$ cat config.mk
export PLATFORM = sky130hd
export DESIGN_NAME = wb_uart
export DESIGN_NICKNAME = d
export VERILOG_FILES = /design/src/common/uart_pkg.sv /design/src/common/fifo_if.sv /design/src/hdl/fifo.sv /design/src/uart/uart_tx.sv /design/src/uart/uart_rx.sv /design/src/hdl/wb_uart_regs.sv /design/src/hdl/wb_uart.sv
export SDC_FILE = /design/constraint.sdc
export NUM_CORES = 1
export LEC_CHECK = 0
export BUFFER_PORTS_ARGS = -buffer_cell sky130_fd_sc_hd__buf_2
export CORE_MARGIN = 2
export CORE_UTILIZATION = 65
export DETAILED_ROUTE_END_ITERATION = 10
export PLACE_DENSITY = 0.87
export REMOVE_ABC_BUFFERS = 1
export SLEW_MARGIN = 30
export SYNTH_ARGS = -nofsm -noshare
export SYNTH_HDL_FRONTEND = slang
export SYNTH_HIERARCHICAL = 1
export SYNTH_SLANG_ARGS = --single-unit
$ cat constraint.sdc
create_clock -name clk_i -period 6.08 [get_ports clk_i]
set_clock_uncertainty 0.2 [all_clocks]
set_input_delay 0 -clock clk_i [delete_from_list [all_inputs] [get_ports clk_i]]
set_output_delay 0 -clock clk_i [all_outputs]
set_load 0.05 [all_outputs]
$ cat src/common/uart_pkg.sv
package uart_pkg;

    // one serial character, also the queue word
    typedef logic [7:0] byte_t;

    // wishbone side
    typedef logic [31:0] wb_data_t;
    typedef logic [3:0]  wb_addr_t;

    // register offsets, bits 3:2 pick the register
    localparam wb_addr_t ADDR_DATA   = 4'h0;
    localparam wb_addr_t ADDR_STATUS = 4'h4;

    // STATUS bit positions
    localparam int ST_TX_EMPTY       = 0;
    localparam int ST_TX_ALMOST_FULL = 1;
    localparam int ST_TX_FULL        = 2;
    localparam int ST_RX_EMPTY       = 3;
    localparam int ST_RX_ALMOST_FULL = 4;
    localparam int ST_RX_OVERRUN     = 5;
    localparam int ST_FRAME_ERR      = 6;
    // rx full sits above the error bits
    localparam int ST_RX_FULL        = 7;

endpackage

$ cat src/common/fifo_if.sv
`timescale 1ns/1ps

interface fifo_if #(
    parameter int FIFO_ADDR_WIDTH = 5
);
    import uart_pkg::*;

    // words the queue holds when full
    localparam int CAPACITY = (1 << FIFO_ADDR_WIDTH) - 1;

    // write port
    byte_t write_data;
    logic  write_enable;

    // read port
    logic  read_enable;
    byte_t read_data;
    logic  read_valid;

    // flags
    logic  empty;
    logic  almost_full;
    logic  full;

    modport producer (
        output write_data, write_enable,
        input  empty, almost_full, full
    );

    modport consumer (
        output read_enable,
        input  read_data, read_valid, empty, almost_full, full
    );

    modport queue (
        input  write_data, write_enable, read_enable,
        output read_data, read_valid, empty, almost_full, full
    );

endinterface

$ cat src/hdl/fifo.sv
`timescale 1ns/1ps

module fifo #(
    parameter int FIFO_ADDR_WIDTH    = 5,
    parameter int ALMOST_FULL_MARGIN = 2
) (
    input  logic  clk_i,
    input  logic  rst_n_i,
    fifo_if.queue q
);
    import uart_pkg::*;

    typedef logic [FIFO_ADDR_WIDTH-1:0] addr_t;

    localparam addr_t CAPACITY          = addr_t'((1 << FIFO_ADDR_WIDTH) - 1);
    localparam addr_t ALMOST_FULL_COUNT = CAPACITY - addr_t'(ALMOST_FULL_MARGIN);

    // interface and queue must agree on depth
    if (q.CAPACITY != int'(CAPACITY)) begin : g_depth_check
        $error("fifo: depth differs from the attached fifo_if");
    end

    byte_t mem_r [CAPACITY:0];

    addr_t wr_ptr_r;
    addr_t rd_ptr_r;
    addr_t wr_ptr_next;
    addr_t rd_ptr_next;
    addr_t count_next;

    logic  wr_fire;
    logic  rd_fire;
    byte_t read_data_r;
    logic  read_valid_r;
    logic  empty_r;
    logic  almost_full_r;
    logic  full_r;

    // full queue drops writes, empty queue ignores reads
    assign wr_fire = q.write_enable && !full_r;
    assign rd_fire = q.read_enable && !empty_r;

    always_comb begin
        wr_ptr_next = wr_fire ? wr_ptr_r + 1'b1 : wr_ptr_r;
        rd_ptr_next = rd_fire ? rd_ptr_r + 1'b1 : rd_ptr_r;
    end

    // wraps modulo the pointer width
    assign count_next = wr_ptr_next - rd_ptr_next;

    always_ff @(posedge clk_i or negedge rst_n_i) begin
        if (!rst_n_i) begin
            wr_ptr_r      <= '0;
            rd_ptr_r      <= '0;
            read_data_r   <= '0;
            read_valid_r  <= 1'b0;
            empty_r       <= 1'b1;
            almost_full_r <= 1'b0;
            full_r        <= 1'b0;
        end else begin
            wr_ptr_r      <= wr_ptr_next;
            rd_ptr_r      <= rd_ptr_next;
            read_valid_r  <= rd_fire;
            empty_r       <= (count_next == '0);
            almost_full_r <= (count_next >= ALMOST_FULL_COUNT);
            full_r        <= (count_next == CAPACITY);
            if (rd_fire) begin
                read_data_r <= mem_r[rd_ptr_r];
            end
        end
    end

    always_ff @(posedge clk_i) begin
        if (wr_fire) begin
            mem_r[wr_ptr_r] <= q.write_data;
        end
    end

    assign q.read_data   = read_data_r;
    assign q.read_valid  = read_valid_r;
    assign q.empty       = empty_r;
    assign q.almost_full = almost_full_r;
    assign q.full        = full_r;

    // producers are expected to look at the flags first
    assert property (@(posedge clk_i) disable iff (!rst_n_i) q.write_enable |-> !q.full)
        else $error("fifo: write_enable while full");
    assert property (@(posedge clk_i) disable iff (!rst_n_i) q.read_enable |-> !q.empty)
        else $error("fifo: read_enable while empty");

endmodule

$ cat src/uart/uart_tx.sv
`timescale 1ns/1ps

module uart_tx #(
    parameter int CLKS_PER_BIT = 16
) (
    input  logic     clk_i,
    input  logic     rst_n_i,
    fifo_if.consumer q,
    output logic     tx_o
);
    import uart_pkg::*;

    localparam int CNT_W = $clog2(CLKS_PER_BIT);

    typedef logic [CNT_W-1:0] cnt_t;
    typedef enum logic [2:0] {TX_IDLE, TX_FETCH, TX_START, TX_DATA, TX_STOP} tx_state_t;

    localparam cnt_t CNT_LAST = cnt_t'(CLKS_PER_BIT - 1);

    tx_state_t  state_r;
    cnt_t       cnt_r;
    logic [2:0] bit_idx_r;
    byte_t      shift_r;
    logic       bit_done;

    assign bit_done = (cnt_r == CNT_LAST);

    // one pop per frame, only from idle
    assign q.read_enable = (state_r == TX_IDLE) && !q.empty;

    always_ff @(posedge clk_i or negedge rst_n_i) begin
        if (!rst_n_i) begin
            state_r   <= TX_IDLE;
            cnt_r     <= '0;
            bit_idx_r <= '0;
            shift_r   <= '0;
            tx_o      <= 1'b1;
        end else begin
            cnt_r <= (state_r == TX_IDLE || state_r == TX_FETCH || bit_done) ? '0 : cnt_r + 1'b1;
            case (state_r)
                TX_IDLE: begin
                    tx_o <= 1'b1;
                    if (!q.empty) begin
                        state_r <= TX_FETCH;
                    end
                end
                TX_FETCH: begin
                    if (q.read_valid) begin
                        shift_r   <= q.read_data;
                        bit_idx_r <= '0;
                        tx_o      <= 1'b0;
                        state_r   <= TX_START;
                    end
                end
                TX_START: begin
                    if (bit_done) begin
                        tx_o    <= shift_r[0];
                        state_r <= TX_DATA;
                    end
                end
                TX_DATA: begin
                    if (bit_done) begin
                        bit_idx_r <= bit_idx_r + 1'b1;
                        if (bit_idx_r == 3'd7) begin
                            tx_o    <= 1'b1;
                            state_r <= TX_STOP;
                        end else begin
                            // lsb first
                            shift_r <= {1'b0, shift_r[7:1]};
                            tx_o    <= shift_r[1];
                        end
                    end
                end
                TX_STOP: begin
                    if (bit_done) begin
                        state_r <= TX_IDLE;
                    end
                end
                default: state_r <= TX_IDLE;
            endcase
        end
    end

    // line idles high between frames
    assert property (@(posedge clk_i) disable iff (!rst_n_i) (state_r == TX_IDLE) |-> tx_o)
        else $error("uart_tx: line low while idle");

endmodule

$ cat src/uart/uart_rx.sv
`timescale 1ns/1ps

module uart_rx #(
    parameter int CLKS_PER_BIT = 16
) (
    input  logic     clk_i,
    input  logic     rst_n_i,
    input  logic     rx_i,
    fifo_if.producer q,
    output logic     overrun_o,
    output logic     frame_err_o
);
    import uart_pkg::*;

    localparam int CNT_W = $clog2(CLKS_PER_BIT);

    typedef logic [CNT_W-1:0] cnt_t;
    typedef enum logic [1:0] {RX_IDLE, RX_START, RX_DATA, RX_STOP} rx_state_t;

    localparam cnt_t CNT_LAST = cnt_t'(CLKS_PER_BIT - 1);
    localparam cnt_t CNT_HALF = cnt_t'(CLKS_PER_BIT / 2 - 1);

    rx_state_t  state_r;
    cnt_t       cnt_r;
    logic [2:0] bit_idx_r;
    byte_t      shift_r;
    logic       rx_meta_r;
    logic       rx_sync_r;
    logic       rx_prev_r;
    logic       fall_edge;
    logic       push_r;

    // two-flop synchronizer, third flop for edge detect
    always_ff @(posedge clk_i or negedge rst_n_i) begin
        if (!rst_n_i) begin
            rx_meta_r <= 1'b1;
            rx_sync_r <= 1'b1;
            rx_prev_r <= 1'b1;
        end else begin
            rx_meta_r <= rx_i;
            rx_sync_r <= rx_meta_r;
            rx_prev_r <= rx_sync_r;
        end
    end

    // a falling edge, so a low stop bit cannot retrigger
    assign fall_edge = rx_prev_r && !rx_sync_r;

    always_ff @(posedge clk_i or negedge rst_n_i) begin
        if (!rst_n_i) begin
            state_r     <= RX_IDLE;
            cnt_r       <= '0;
            bit_idx_r   <= '0;
            shift_r     <= '0;
            push_r      <= 1'b0;
            overrun_o   <= 1'b0;
            frame_err_o <= 1'b0;
        end else begin
            push_r      <= 1'b0;
            overrun_o   <= 1'b0;
            frame_err_o <= 1'b0;
            cnt_r       <= cnt_r + 1'b1;
            case (state_r)
                RX_IDLE: begin
                    cnt_r <= '0;
                    if (fall_edge) begin
                        state_r <= RX_START;
                    end
                end
                RX_START: begin
                    // recheck at mid start bit, glitches go back to idle
                    if (cnt_r == CNT_HALF) begin
                        cnt_r     <= '0;
                        bit_idx_r <= '0;
                        state_r   <= rx_sync_r ? RX_IDLE : RX_DATA;
                    end
                end
                RX_DATA: begin
                    if (cnt_r == CNT_LAST) begin
                        cnt_r     <= '0;
                        shift_r   <= {rx_sync_r, shift_r[7:1]};
                        bit_idx_r <= bit_idx_r + 1'b1;
                        if (bit_idx_r == 3'd7) begin
                            state_r <= RX_STOP;
                        end
                    end
                end
                RX_STOP: begin
                    if (cnt_r == CNT_LAST) begin
                        state_r <= RX_IDLE;
                        if (!rx_sync_r) begin
                            frame_err_o <= 1'b1;
                        end else if (q.full) begin
                            overrun_o <= 1'b1;
                        end else begin
                            push_r <= 1'b1;
                        end
                    end
                end
                default: state_r <= RX_IDLE;
            endcase
        end
    end

    // only rx pushes, so full cannot rise before this lands
    assign q.write_enable = push_r;
    assign q.write_data   = shift_r;

endmodule

$ cat src/hdl/wb_uart_regs.sv
`timescale 1ns/1ps

module wb_uart_regs (
    input  logic               clk_i,
    input  logic               rst_n_i,
    input  logic               wb_cyc_i,
    input  logic               wb_stb_i,
    input  logic               wb_we_i,
    input  uart_pkg::wb_addr_t wb_adr_i,
    input  uart_pkg::wb_data_t wb_dat_i,
    input  logic [3:0]         wb_sel_i,
    output uart_pkg::wb_data_t wb_dat_o,
    output logic               wb_ack_o,
    fifo_if.producer           tx_q,
    fifo_if.consumer           rx_q,
    input  logic               overrun_i,
    input  logic               frame_err_i
);
    import uart_pkg::*;

    typedef enum logic [1:0] {BUS_IDLE, BUS_POP, BUS_ACK} bus_state_t;

    bus_state_t state_r;
    bus_state_t state_next;
    logic       bus_cycle;
    logic       bus_req;
    logic       sel_data;
    logic       sel_status;
    logic       clear_sticky;
    logic       overrun_r;
    logic       frame_err_r;
    wb_data_t   status_word;
    wb_data_t   dat_next;

    assign bus_cycle  = wb_cyc_i && wb_stb_i;
    assign bus_req    = bus_cycle && (state_r == BUS_IDLE);
    assign sel_data   = (wb_adr_i[3:2] == ADDR_DATA[3:2]);
    assign sel_status = (wb_adr_i[3:2] == ADDR_STATUS[3:2]);

    always_comb begin
        status_word                    = '0;
        status_word[ST_TX_EMPTY]       = tx_q.empty;
        status_word[ST_TX_ALMOST_FULL] = tx_q.almost_full;
        status_word[ST_TX_FULL]        = tx_q.full;
        status_word[ST_RX_EMPTY]       = rx_q.empty;
        status_word[ST_RX_ALMOST_FULL] = rx_q.almost_full;
        status_word[ST_RX_OVERRUN]     = overrun_r;
        status_word[ST_FRAME_ERR]      = frame_err_r;
        status_word[ST_RX_FULL]        = rx_q.full;
    end

    // byte lane 0 carries the character, full queue drops it
    assign tx_q.write_data   = wb_dat_i[7:0];
    assign tx_q.write_enable = bus_req && wb_we_i && sel_data && wb_sel_i[0] && !tx_q.full;

    assign rx_q.read_enable = bus_req && !wb_we_i && sel_data && !rx_q.empty;

    // status word is latched on this edge with the old sticky bits
    assign clear_sticky = bus_req && !wb_we_i && sel_status;

    always_comb begin
        state_next = state_r;
        dat_next   = wb_dat_o;
        case (state_r)
            BUS_IDLE: begin
                if (bus_cycle) begin
                    state_next = (!wb_we_i && sel_data) ? BUS_POP : BUS_ACK;
                    if (!wb_we_i) begin
                        dat_next = sel_status ? status_word : '0;
                    end
                end
            end
            BUS_POP: begin
                // registered fifo data shows up here
                dat_next   = rx_q.read_valid ? wb_data_t'(rx_q.read_data) : '0;
                state_next = BUS_ACK;
            end
            BUS_ACK: state_next = BUS_IDLE;
            default: state_next = BUS_IDLE;
        endcase
    end

    always_ff @(posedge clk_i or negedge rst_n_i) begin
        if (!rst_n_i) begin
            state_r     <= BUS_IDLE;
            wb_ack_o    <= 1'b0;
            wb_dat_o    <= '0;
            overrun_r   <= 1'b0;
            frame_err_r <= 1'b0;
        end else begin
            state_r     <= state_next;
            wb_ack_o    <= (state_next == BUS_ACK);
            wb_dat_o    <= dat_next;
            // a new event on the clearing edge still sticks
            overrun_r   <= (overrun_r && !clear_sticky) || overrun_i;
            frame_err_r <= (frame_err_r && !clear_sticky) || frame_err_i;
        end
    end

    assert property (@(posedge clk_i) disable iff (!rst_n_i) wb_ack_o |=> !wb_ack_o)
        else $error("wb_uart_regs: ack held for two cycles");

endmodule

$ cat src/hdl/wb_uart.sv
`timescale 1ns/1ps

module wb_uart #(
    parameter int CLKS_PER_BIT       = 16,
    parameter int FIFO_ADDR_WIDTH    = 5,
    parameter int ALMOST_FULL_MARGIN = 2
) (
    input  logic               clk_i,
    input  logic               rst_n_i,
    input  logic               wb_cyc_i,
    input  logic               wb_stb_i,
    input  logic               wb_we_i,
    input  uart_pkg::wb_addr_t wb_adr_i,
    input  uart_pkg::wb_data_t wb_dat_i,
    input  logic [3:0]         wb_sel_i,
    output uart_pkg::wb_data_t wb_dat_o,
    output logic               wb_ack_o,
    output logic               tx_o,
    input  logic               rx_i
);
    logic overrun;
    logic frame_err;

    fifo_if #(.FIFO_ADDR_WIDTH(FIFO_ADDR_WIDTH)) tx_q ();
    fifo_if #(.FIFO_ADDR_WIDTH(FIFO_ADDR_WIDTH)) rx_q ();

    wb_uart_regs u_regs (
        .clk_i       (clk_i),
        .rst_n_i     (rst_n_i),
        .wb_cyc_i    (wb_cyc_i),
        .wb_stb_i    (wb_stb_i),
        .wb_we_i     (wb_we_i),
        .wb_adr_i    (wb_adr_i),
        .wb_dat_i    (wb_dat_i),
        .wb_sel_i    (wb_sel_i),
        .wb_dat_o    (wb_dat_o),
        .wb_ack_o    (wb_ack_o),
        .tx_q        (tx_q.producer),
        .rx_q        (rx_q.consumer),
        .overrun_i   (overrun),
        .frame_err_i (frame_err)
    );

    fifo #(
        .FIFO_ADDR_WIDTH    (FIFO_ADDR_WIDTH),
        .ALMOST_FULL_MARGIN (ALMOST_FULL_MARGIN)
    ) tx_fifo (
        .clk_i   (clk_i),
        .rst_n_i (rst_n_i),
        .q       (tx_q.queue)
    );

    fifo #(
        .FIFO_ADDR_WIDTH    (FIFO_ADDR_WIDTH),
        .ALMOST_FULL_MARGIN (ALMOST_FULL_MARGIN)
    ) rx_fifo (
        .clk_i   (clk_i),
        .rst_n_i (rst_n_i),
        .q       (rx_q.queue)
    );

    uart_tx #(.CLKS_PER_BIT(CLKS_PER_BIT)) u_tx (
        .clk_i   (clk_i),
        .rst_n_i (rst_n_i),
        .q       (tx_q.consumer),
        .tx_o    (tx_o)
    );

    uart_rx #(.CLKS_PER_BIT(CLKS_PER_BIT)) u_rx (
        .clk_i       (clk_i),
        .rst_n_i     (rst_n_i),
        .rx_i        (rx_i),
        .q           (rx_q.producer),
        .overrun_o   (overrun),
        .frame_err_o (frame_err)
    );

endmodule

==> results of run 1 <==
[Yosys cell counts (all sizes together), types with 13 or more instances]
cell type,instances,area (µm²)
nor2,92,385.4
a21oi,58,294.0
ha,20,250.2
nand2,38,142.6
o41ai,16,140.1
nand2b,17,106.4
o22ai,16,100.1
buf,92,598.1
a22o,34,297.8
clkbuf,31,118.9
o21ai,21,120.1
inv,25,93.84
xnor2,19,203.9
edfxtp,512,15370
dfrtp,93,2327
nand3b,13,105.1
mux2i,265,2653
mux2,21,244.0
a22oi,64,480.5
a221oi,33,295.3
[report_power, final]
part           internal (mW)  total (mW)  switching [mW]
Clock                   2.05        3.51            1.46
Combinational          0.227       0.554           0.328
Sequential              4.57        4.67           0.105
[per-layer routing]
| layer | up-vias | share of wire |
|---|---|---|
| met5 | - | 0 |
| met4 | 0 | 0.040 |
| met3 | 160 | 0.066 |
| met2 | 672 | 0.52 |
| met1 | 7207 | 0.37 |
| li1 | 6194 | - |
[through the flow]
stage               power (mW)  hold slack [ps]
floorplan                5.203           -495.6
detailed placement       5.283           -175.5
global placement         5.256           -189.0
CTS                      8.754            25.13
finish                   8.740            53.31
global route             8.971            107.4
[final cells by class]
type	instances	share of cell area
Clock buffer	77	0.05589
Clock inverter	27	0.01039
Inverter	25	0.003359
Multi-Input combinational cell	862	0.2489
Sequential cell	611	0.6399
Tap cell	518	0.02320
Timing Repair Buffer	60	0.01836
[kinds of logic (layout without fill, tap and decap cells)]
| family | count (synthesis) | in the layout | synth area share |
|---|---|---|---|
| adder cells (fa/ha/maj) | 28 | 28 | 0.01393 |
| XOR/XNOR | 29 | 29 | 0.01349 |
| buffers and inverters | 148 | 189 | 0.03178 |
| other | 1 | 24 | 0.0001470 |
| multiplexers | 286 | 286 | 0.1135 |
| AND/OR/NAND/NOR | 231 | 231 | 0.04992 |
| flip-flops | 611 | 611 | 0.7000 |
| AO/OA/AOI/OAI | 264 | 264 | 0.07719 |
[state kept, by name (all words and copies together) (netlist names), 8 cells and up, named ones only]
name,cells
rx_fifo/q.read_data,8
rx_fifo/mem_r,256
u_tx/shift_r,8
tx_fifo/mem_r,256
u_regs/wb_dat_o,8
tx_fifo/q.read_data,8
u_rx/q.write_data,8
[worst register-to-register path: stages (launching register included)]
cell and delay (ps):
dfrtp_1 450, nor3_1 290, nand3_1 180, nor4_1 350, nand2b_1 550, xnor2_1 430, ha_1 220, inv_1 70
fa_1 480, maj3_2 350, maj3_2 310, xor2_1 340, and4_1 260
[repair_timing]
action	in CTS	in global routing
setup endpoints to repair	0	0
hold buffers	22	0
hold endpoints to repair	369	0
[final timing paths]
check,from,end,slack (ps)
worst min-delay path,wb_adr_i[3],rx_fifo/rd_ptr_r[2],50
worst max-delay path,u_regs/state_r[1],rx_fifo/q.empty,1540
max in group asynchronous,rst_n_i,rx_fifo/rd_ptr_r[0],4500
worst min register to register,u_rx/rx_meta_r,u_rx/rx_sync_r,170
worst max register to register,u_regs/state_r[1],rx_fifo/q.empty,1540
min in group asynchronous,rst_n_i,u_rx/rx_sync_r,320
==> out/results.txt, run 1 <==
Std cell rows - 72
Leakage power - 10.58 nW
GRT Max-Usage Layer - met2
Num ports - 80
Ys flop type - edfxtp_1
Vias in the first global route - 14298
Clk slew on worst S/H paths - 60 ps
Nets - 1684
Placed Area - 0.02582 mm²
Final slew viol count - 0
Global placement routability congestion - 0.8577
# diodes - 0
DRT Wirelength - 53.94 mm
RSZ-0062 raised after global routing - false
Status - finished clean
TNS Setup - 0 ps
Global-route track usage on met2 - 0.4651
Cells after synthesis - 1598
Power per cell area - 312.9 mW/mm²
Fin crit period - 4544 ps
Total of max-cap violations - 0
First-pass GRT wire length - 82.05 mm
Hold Path Depth - 7
Filler cell count in the final layout - 2209
Layout Cells excl Fill - 2180
Netlist Area Pre-Place - 0.02551 mm²
FF+latch count, synth - 611
Met3 Use GR - 0.03434
Placed Cells - 2053
Initial antenna violation count - 0
Critical path launch point type - flip-flop
Total Die Area - 0.04085 mm²
Post_cts resized - 0
Congestion Overflow GR - 0
Critical Path RT - 6390 ps
Worst setup margin - 1536 ps
Critical path arrival - 4860 ps
Post-synth EDFFs - 512
GR Util met1 - 0.3326
CP max stage cell - nand2b_1
Ys async rst share - 0.1620
Pre-Repair DR Iteration Count - 6
Avg WL per Cell - 24.74 µm
Place WS - 1773 ps
Area Overhead vs Synth - 9.499%
Cell family with most CP delay - simple AND/OR/NAND/NOR gates
Slowest cell delay on critical path - 550 ps
Worst Tran Pin Value - 990.1 ps
Warning count from the yosys run - 6
Dpl hpwl - 31.31 mm
Sequential area share after synthesis - 0.7000
Worst-path fanout max - 18
Final period util - 0.7474
Vias per cell - 6.529
Depth of the worst register-to-register path - 12
HP Class - in -> reg
Die H - 202.1 µm
Post-CTS Setup Inserts - 0
Commonest non-fill, non-tap cell in the layout - edfxtp_1
Port bufs - 26
Register area - 0.01788 mm²
CTS tree - yes
Distinct cells, synth - 69
Most frequent CP cell - maj3_2
Max rail drop VDD - 0.0002694 V
Proportion of layout cells with a drive suffix above 1 - 0.1221
Root Driver - clkbuf_16
CORE AREA - 0.03874 mm²
Largest net degree at the start of global routing - 75
Multi-input gate area - 0.006954 mm²
Syn_area_per_cell - 15.97 µm²
Drt drc - 0
Most frequent cells in the layout - edfxtp_1, mux2i_1, nor2_1
Total number of vias - 14233
Sink Count - 611
H-tree depth - 2
Final instance area - 0.02794 mm²
Relative slew margins - 0.3383
Num CTS Buffers - 56
Antenna viol nets, final - 0
DR iter-0 viols - 1625
Worst setup EP type - flip-flop
Crit path kind - reg -> reg
Clock tree buffer depth - 3
Initial Utilization - 0.6586
Endpoints failing hold - 0
Finish-stage setup viols - 0
WP depth - 12
Post-layout util - 0.7212
GRT Total Usage - 0.2632
Fmax achieved - 0.2201 GHz
Worst-Skew Late Latency - 580 ps
Die width - 202.1 µm
CP Buf/Inv Count - 1
Crit path cell chain - nor3_1 > nand3_1 > nor4_1 > nand2b_1 > xnor2_1 > ha_1 > inv_1 > fa_1 > maj3_2 > maj3_2 > xor2_1 > and4_1
Power figures use the tool's default switching activity.
==> inputs of run 2 (changes only) <==
--- a/config.mk
+++ b/config.mk
@@ -7,9 +7,9 @@
 export LEC_CHECK = 0
 export BUFFER_PORTS_ARGS = -buffer_cell sky130_fd_sc_hd__buf_2
 export CORE_MARGIN = 2
-export CORE_UTILIZATION = 65
+export CORE_UTILIZATION = 62
 export DETAILED_ROUTE_END_ITERATION = 10
-export PLACE_DENSITY = 0.87
+export PLACE_DENSITY = 0.84
 export REMOVE_ABC_BUFFERS = 1
 export SLEW_MARGIN = 30
 export SYNTH_ARGS = -nofsm -noshare
==> constraint.sdc (replaced) <==
create_clock -name clk_i -period 4.6 [get_ports clk_i]
set_clock_uncertainty 0.2 [all_clocks]
set_input_delay 0 -clock clk_i [delete_from_list [all_inputs] [get_ports clk_i]]
set_output_delay 0 -clock clk_i [all_outputs]
set_load 0.05 [all_outputs]
==> run 2 against run 1 <==
Largest cell class unchanged. Register-to-register slack worse by 930 ps. Sequential share of layout area down 0.11 points. Worst setup slack worse by 930 ps. Combinational power up 37%. Final cell count up 0.87%. Non-clock buffer count up 4. Clock-buffer cell count down 2. Routed wire length down 4.2%.
==> out/results.txt, run 2 (synthesis results as in run 1) <==
Power per cell area - 414.0 mW/mm²
Initial Utilization - 0.6263
Reg-to-reg endpoint - rx_fifo/q.empty
First-pass GRT wire length - 79.40 mm
Hold Path Depth - 0
CTS tree - yes
Post-CTS Setup Inserts - 0
Avg WL per Cell - 23.49 µm
Num ports - 80
Worst-Skew Late Latency - 580 ps
GR Util met1 - 0.3199
GRT Total Usage - 0.2448
Clock tree buffer depth - 3
Total Die Area - 0.04279 mm²
Total number of vias - 13891
Worst setup EP type - flip-flop
Post_cts resized - 0
Num CTS Buffers - 57
Commonest non-fill, non-tap cell in the layout - edfxtp_1
Hold Startpoint - u_rx/rx_meta_r
Congestion Overflow GR - 0
Critical path arrival - 4300 ps
Fmax achieved - 0.2503 GHz
Met3 Use GR - 0.03830
HP Class - reg -> reg
Std cell rows - 74
Vias per cell - 6.317
DRT Wirelength - 51.66 mm
Worst Tran Pin Value - 924.1 ps
Relative slew margins - 0.3826
Root Driver - clkbuf_16
Antenna viol nets, final - 0
Cell family with most CP delay - adder cells
H-tree depth - 2
Sink Count - 611
Initial antenna violation count - 2
Final period util - 0.8686
Total of max-cap violations - 0
Most frequent CP cell - maj3_2
Max rail drop VDD - 0.0003704 V
Dpl hpwl - 31.02 mm
Leakage power - 10.60 nW
Endpoints failing hold - 0
Worst-path fanout max - 18
Nets - 1689
RSZ-0062 raised after global routing - false
Critical path launch point type - flip-flop
Regs by FF count - rx_fifo/mem_r: 256 flops, tx_fifo/mem_r: 256 flops
Crit path cell chain - nor3_1 > nand3_1 > nor4_1 > nand2b_1 > buf_4 > xnor2_1 > ha_1 > inv_1 > fa_1 > maj3_2 > maj3_2 > xor2_1 > and4_1
GRT Max-Usage Layer - met2
# diodes - 0
Critical Path RT - 4900 ps
CP Buf/Inv Count - 2
Largest net degree at the start of global routing - 130
Post-layout util - 0.6869
Filler cell count in the final layout - 2545
CORE AREA - 0.04074 mm²
Most frequent cells in the layout - edfxtp_1, mux2i_1, nor2_1
CP max stage cell - fa_1
Pre-Repair DR Iteration Count - 5
Proportion of layout cells with a drive suffix above 1 - 0.1302
Final hold slack - 154.8 ps
Global placement routability congestion - 0.8784
Die width - 206.9 µm
Worst Hold End - u_rx/rx_sync_r
Fin crit period - 3996 ps
DR iter-0 viols - 1487
Status - finished clean
Power Total - 11.59 mW
Slowest cell delay on critical path - 480 ps
Worst reg2reg setup slack - 600 ps
Depth of the worst register-to-register path - 13
R2R Path Start - u_regs/state_r[0]
Crit path kind - reg -> reg
Drt drc - 0
Global-route track usage on met2 - 0.4243
TNS Setup - 0 ps
Clk slew on worst S/H paths - 60 ps
Area Overhead vs Synth - 9.691%
Vias in the first global route - 13960
Final slew viol count - 0
Die H - 206.9 µm
Finish-stage setup viols - 0
Port bufs - 26
[run 2: layer usage]
metal  part of all wire  vias to the layer above
met5            0.00052                        -
li1                   -                     6207
met3              0.069                      113
met2               0.51                      625
met4              0.028                        4
met1               0.39                     6942
[run 2: worst max-delay path by stage]
stage | start | end | slack, ps | cells after the start
2_1_floorplan | rx_fifo/rd_ptr_r[0] | rx_fifo/q.empty | -2010 | 7
3_3_place_gp | u_regs/state_r[0] | tx_fifo/q.empty | 790 | 13
3_5_place_dp | u_regs/state_r[0] | tx_fifo/q.empty | 690 | 13
4_1_cts | u_regs/state_r[0] | rx_fifo/q.empty | 630 | 13
5_1_grt | u_regs/state_r[0] | tx_fifo/q.empty | 350 | 13
6_report | u_regs/state_r[0] | rx_fifo/q.empty | 600 | 13
[run 2: repair_timing]
action	CTS	global route
setup endpoints to repair	0	0
endpoints found under the hold margin	380	0
hold buffers	22	0
[run 2: area by class of cell]
| cell class | instances | area, µm² | area share |
|---|---|---|---|
| tap | 532 | 665.6 | 0.02379 |
| clock buffer | 75 | 1584 | 0.05660 |
| timing repair buffer | 64 | 506.7 | 0.01811 |
| sequential | 611 | 17880 | 0.6388 |
| multi-input combinational | 862 | 6949 | 0.2483 |
| inverter | 25 | 93.84 | 0.003353 |
| clock inverter | 30 | 309.0 | 0.01104 |
[run 2: where the power goes]
part           switching, mW  total [mW]  internal [mW]
Combinational          0.456       0.757          0.301
Clock                   1.93        4.68           2.75
Sequential             0.109        6.15           6.04
Total                   2.49        11.6           9.09
[run 2: through the flow]
step	cell area, µm²	setup WS [ps]	std cells
after CTS	27980	625.5	2199
final	27990	604.2	2199
after global placement	25840	792.0	2072
after floorplan	24880	-2012	1498
after detailed placement	25850	687.4	2072
after global routing	27990	350.4	2199
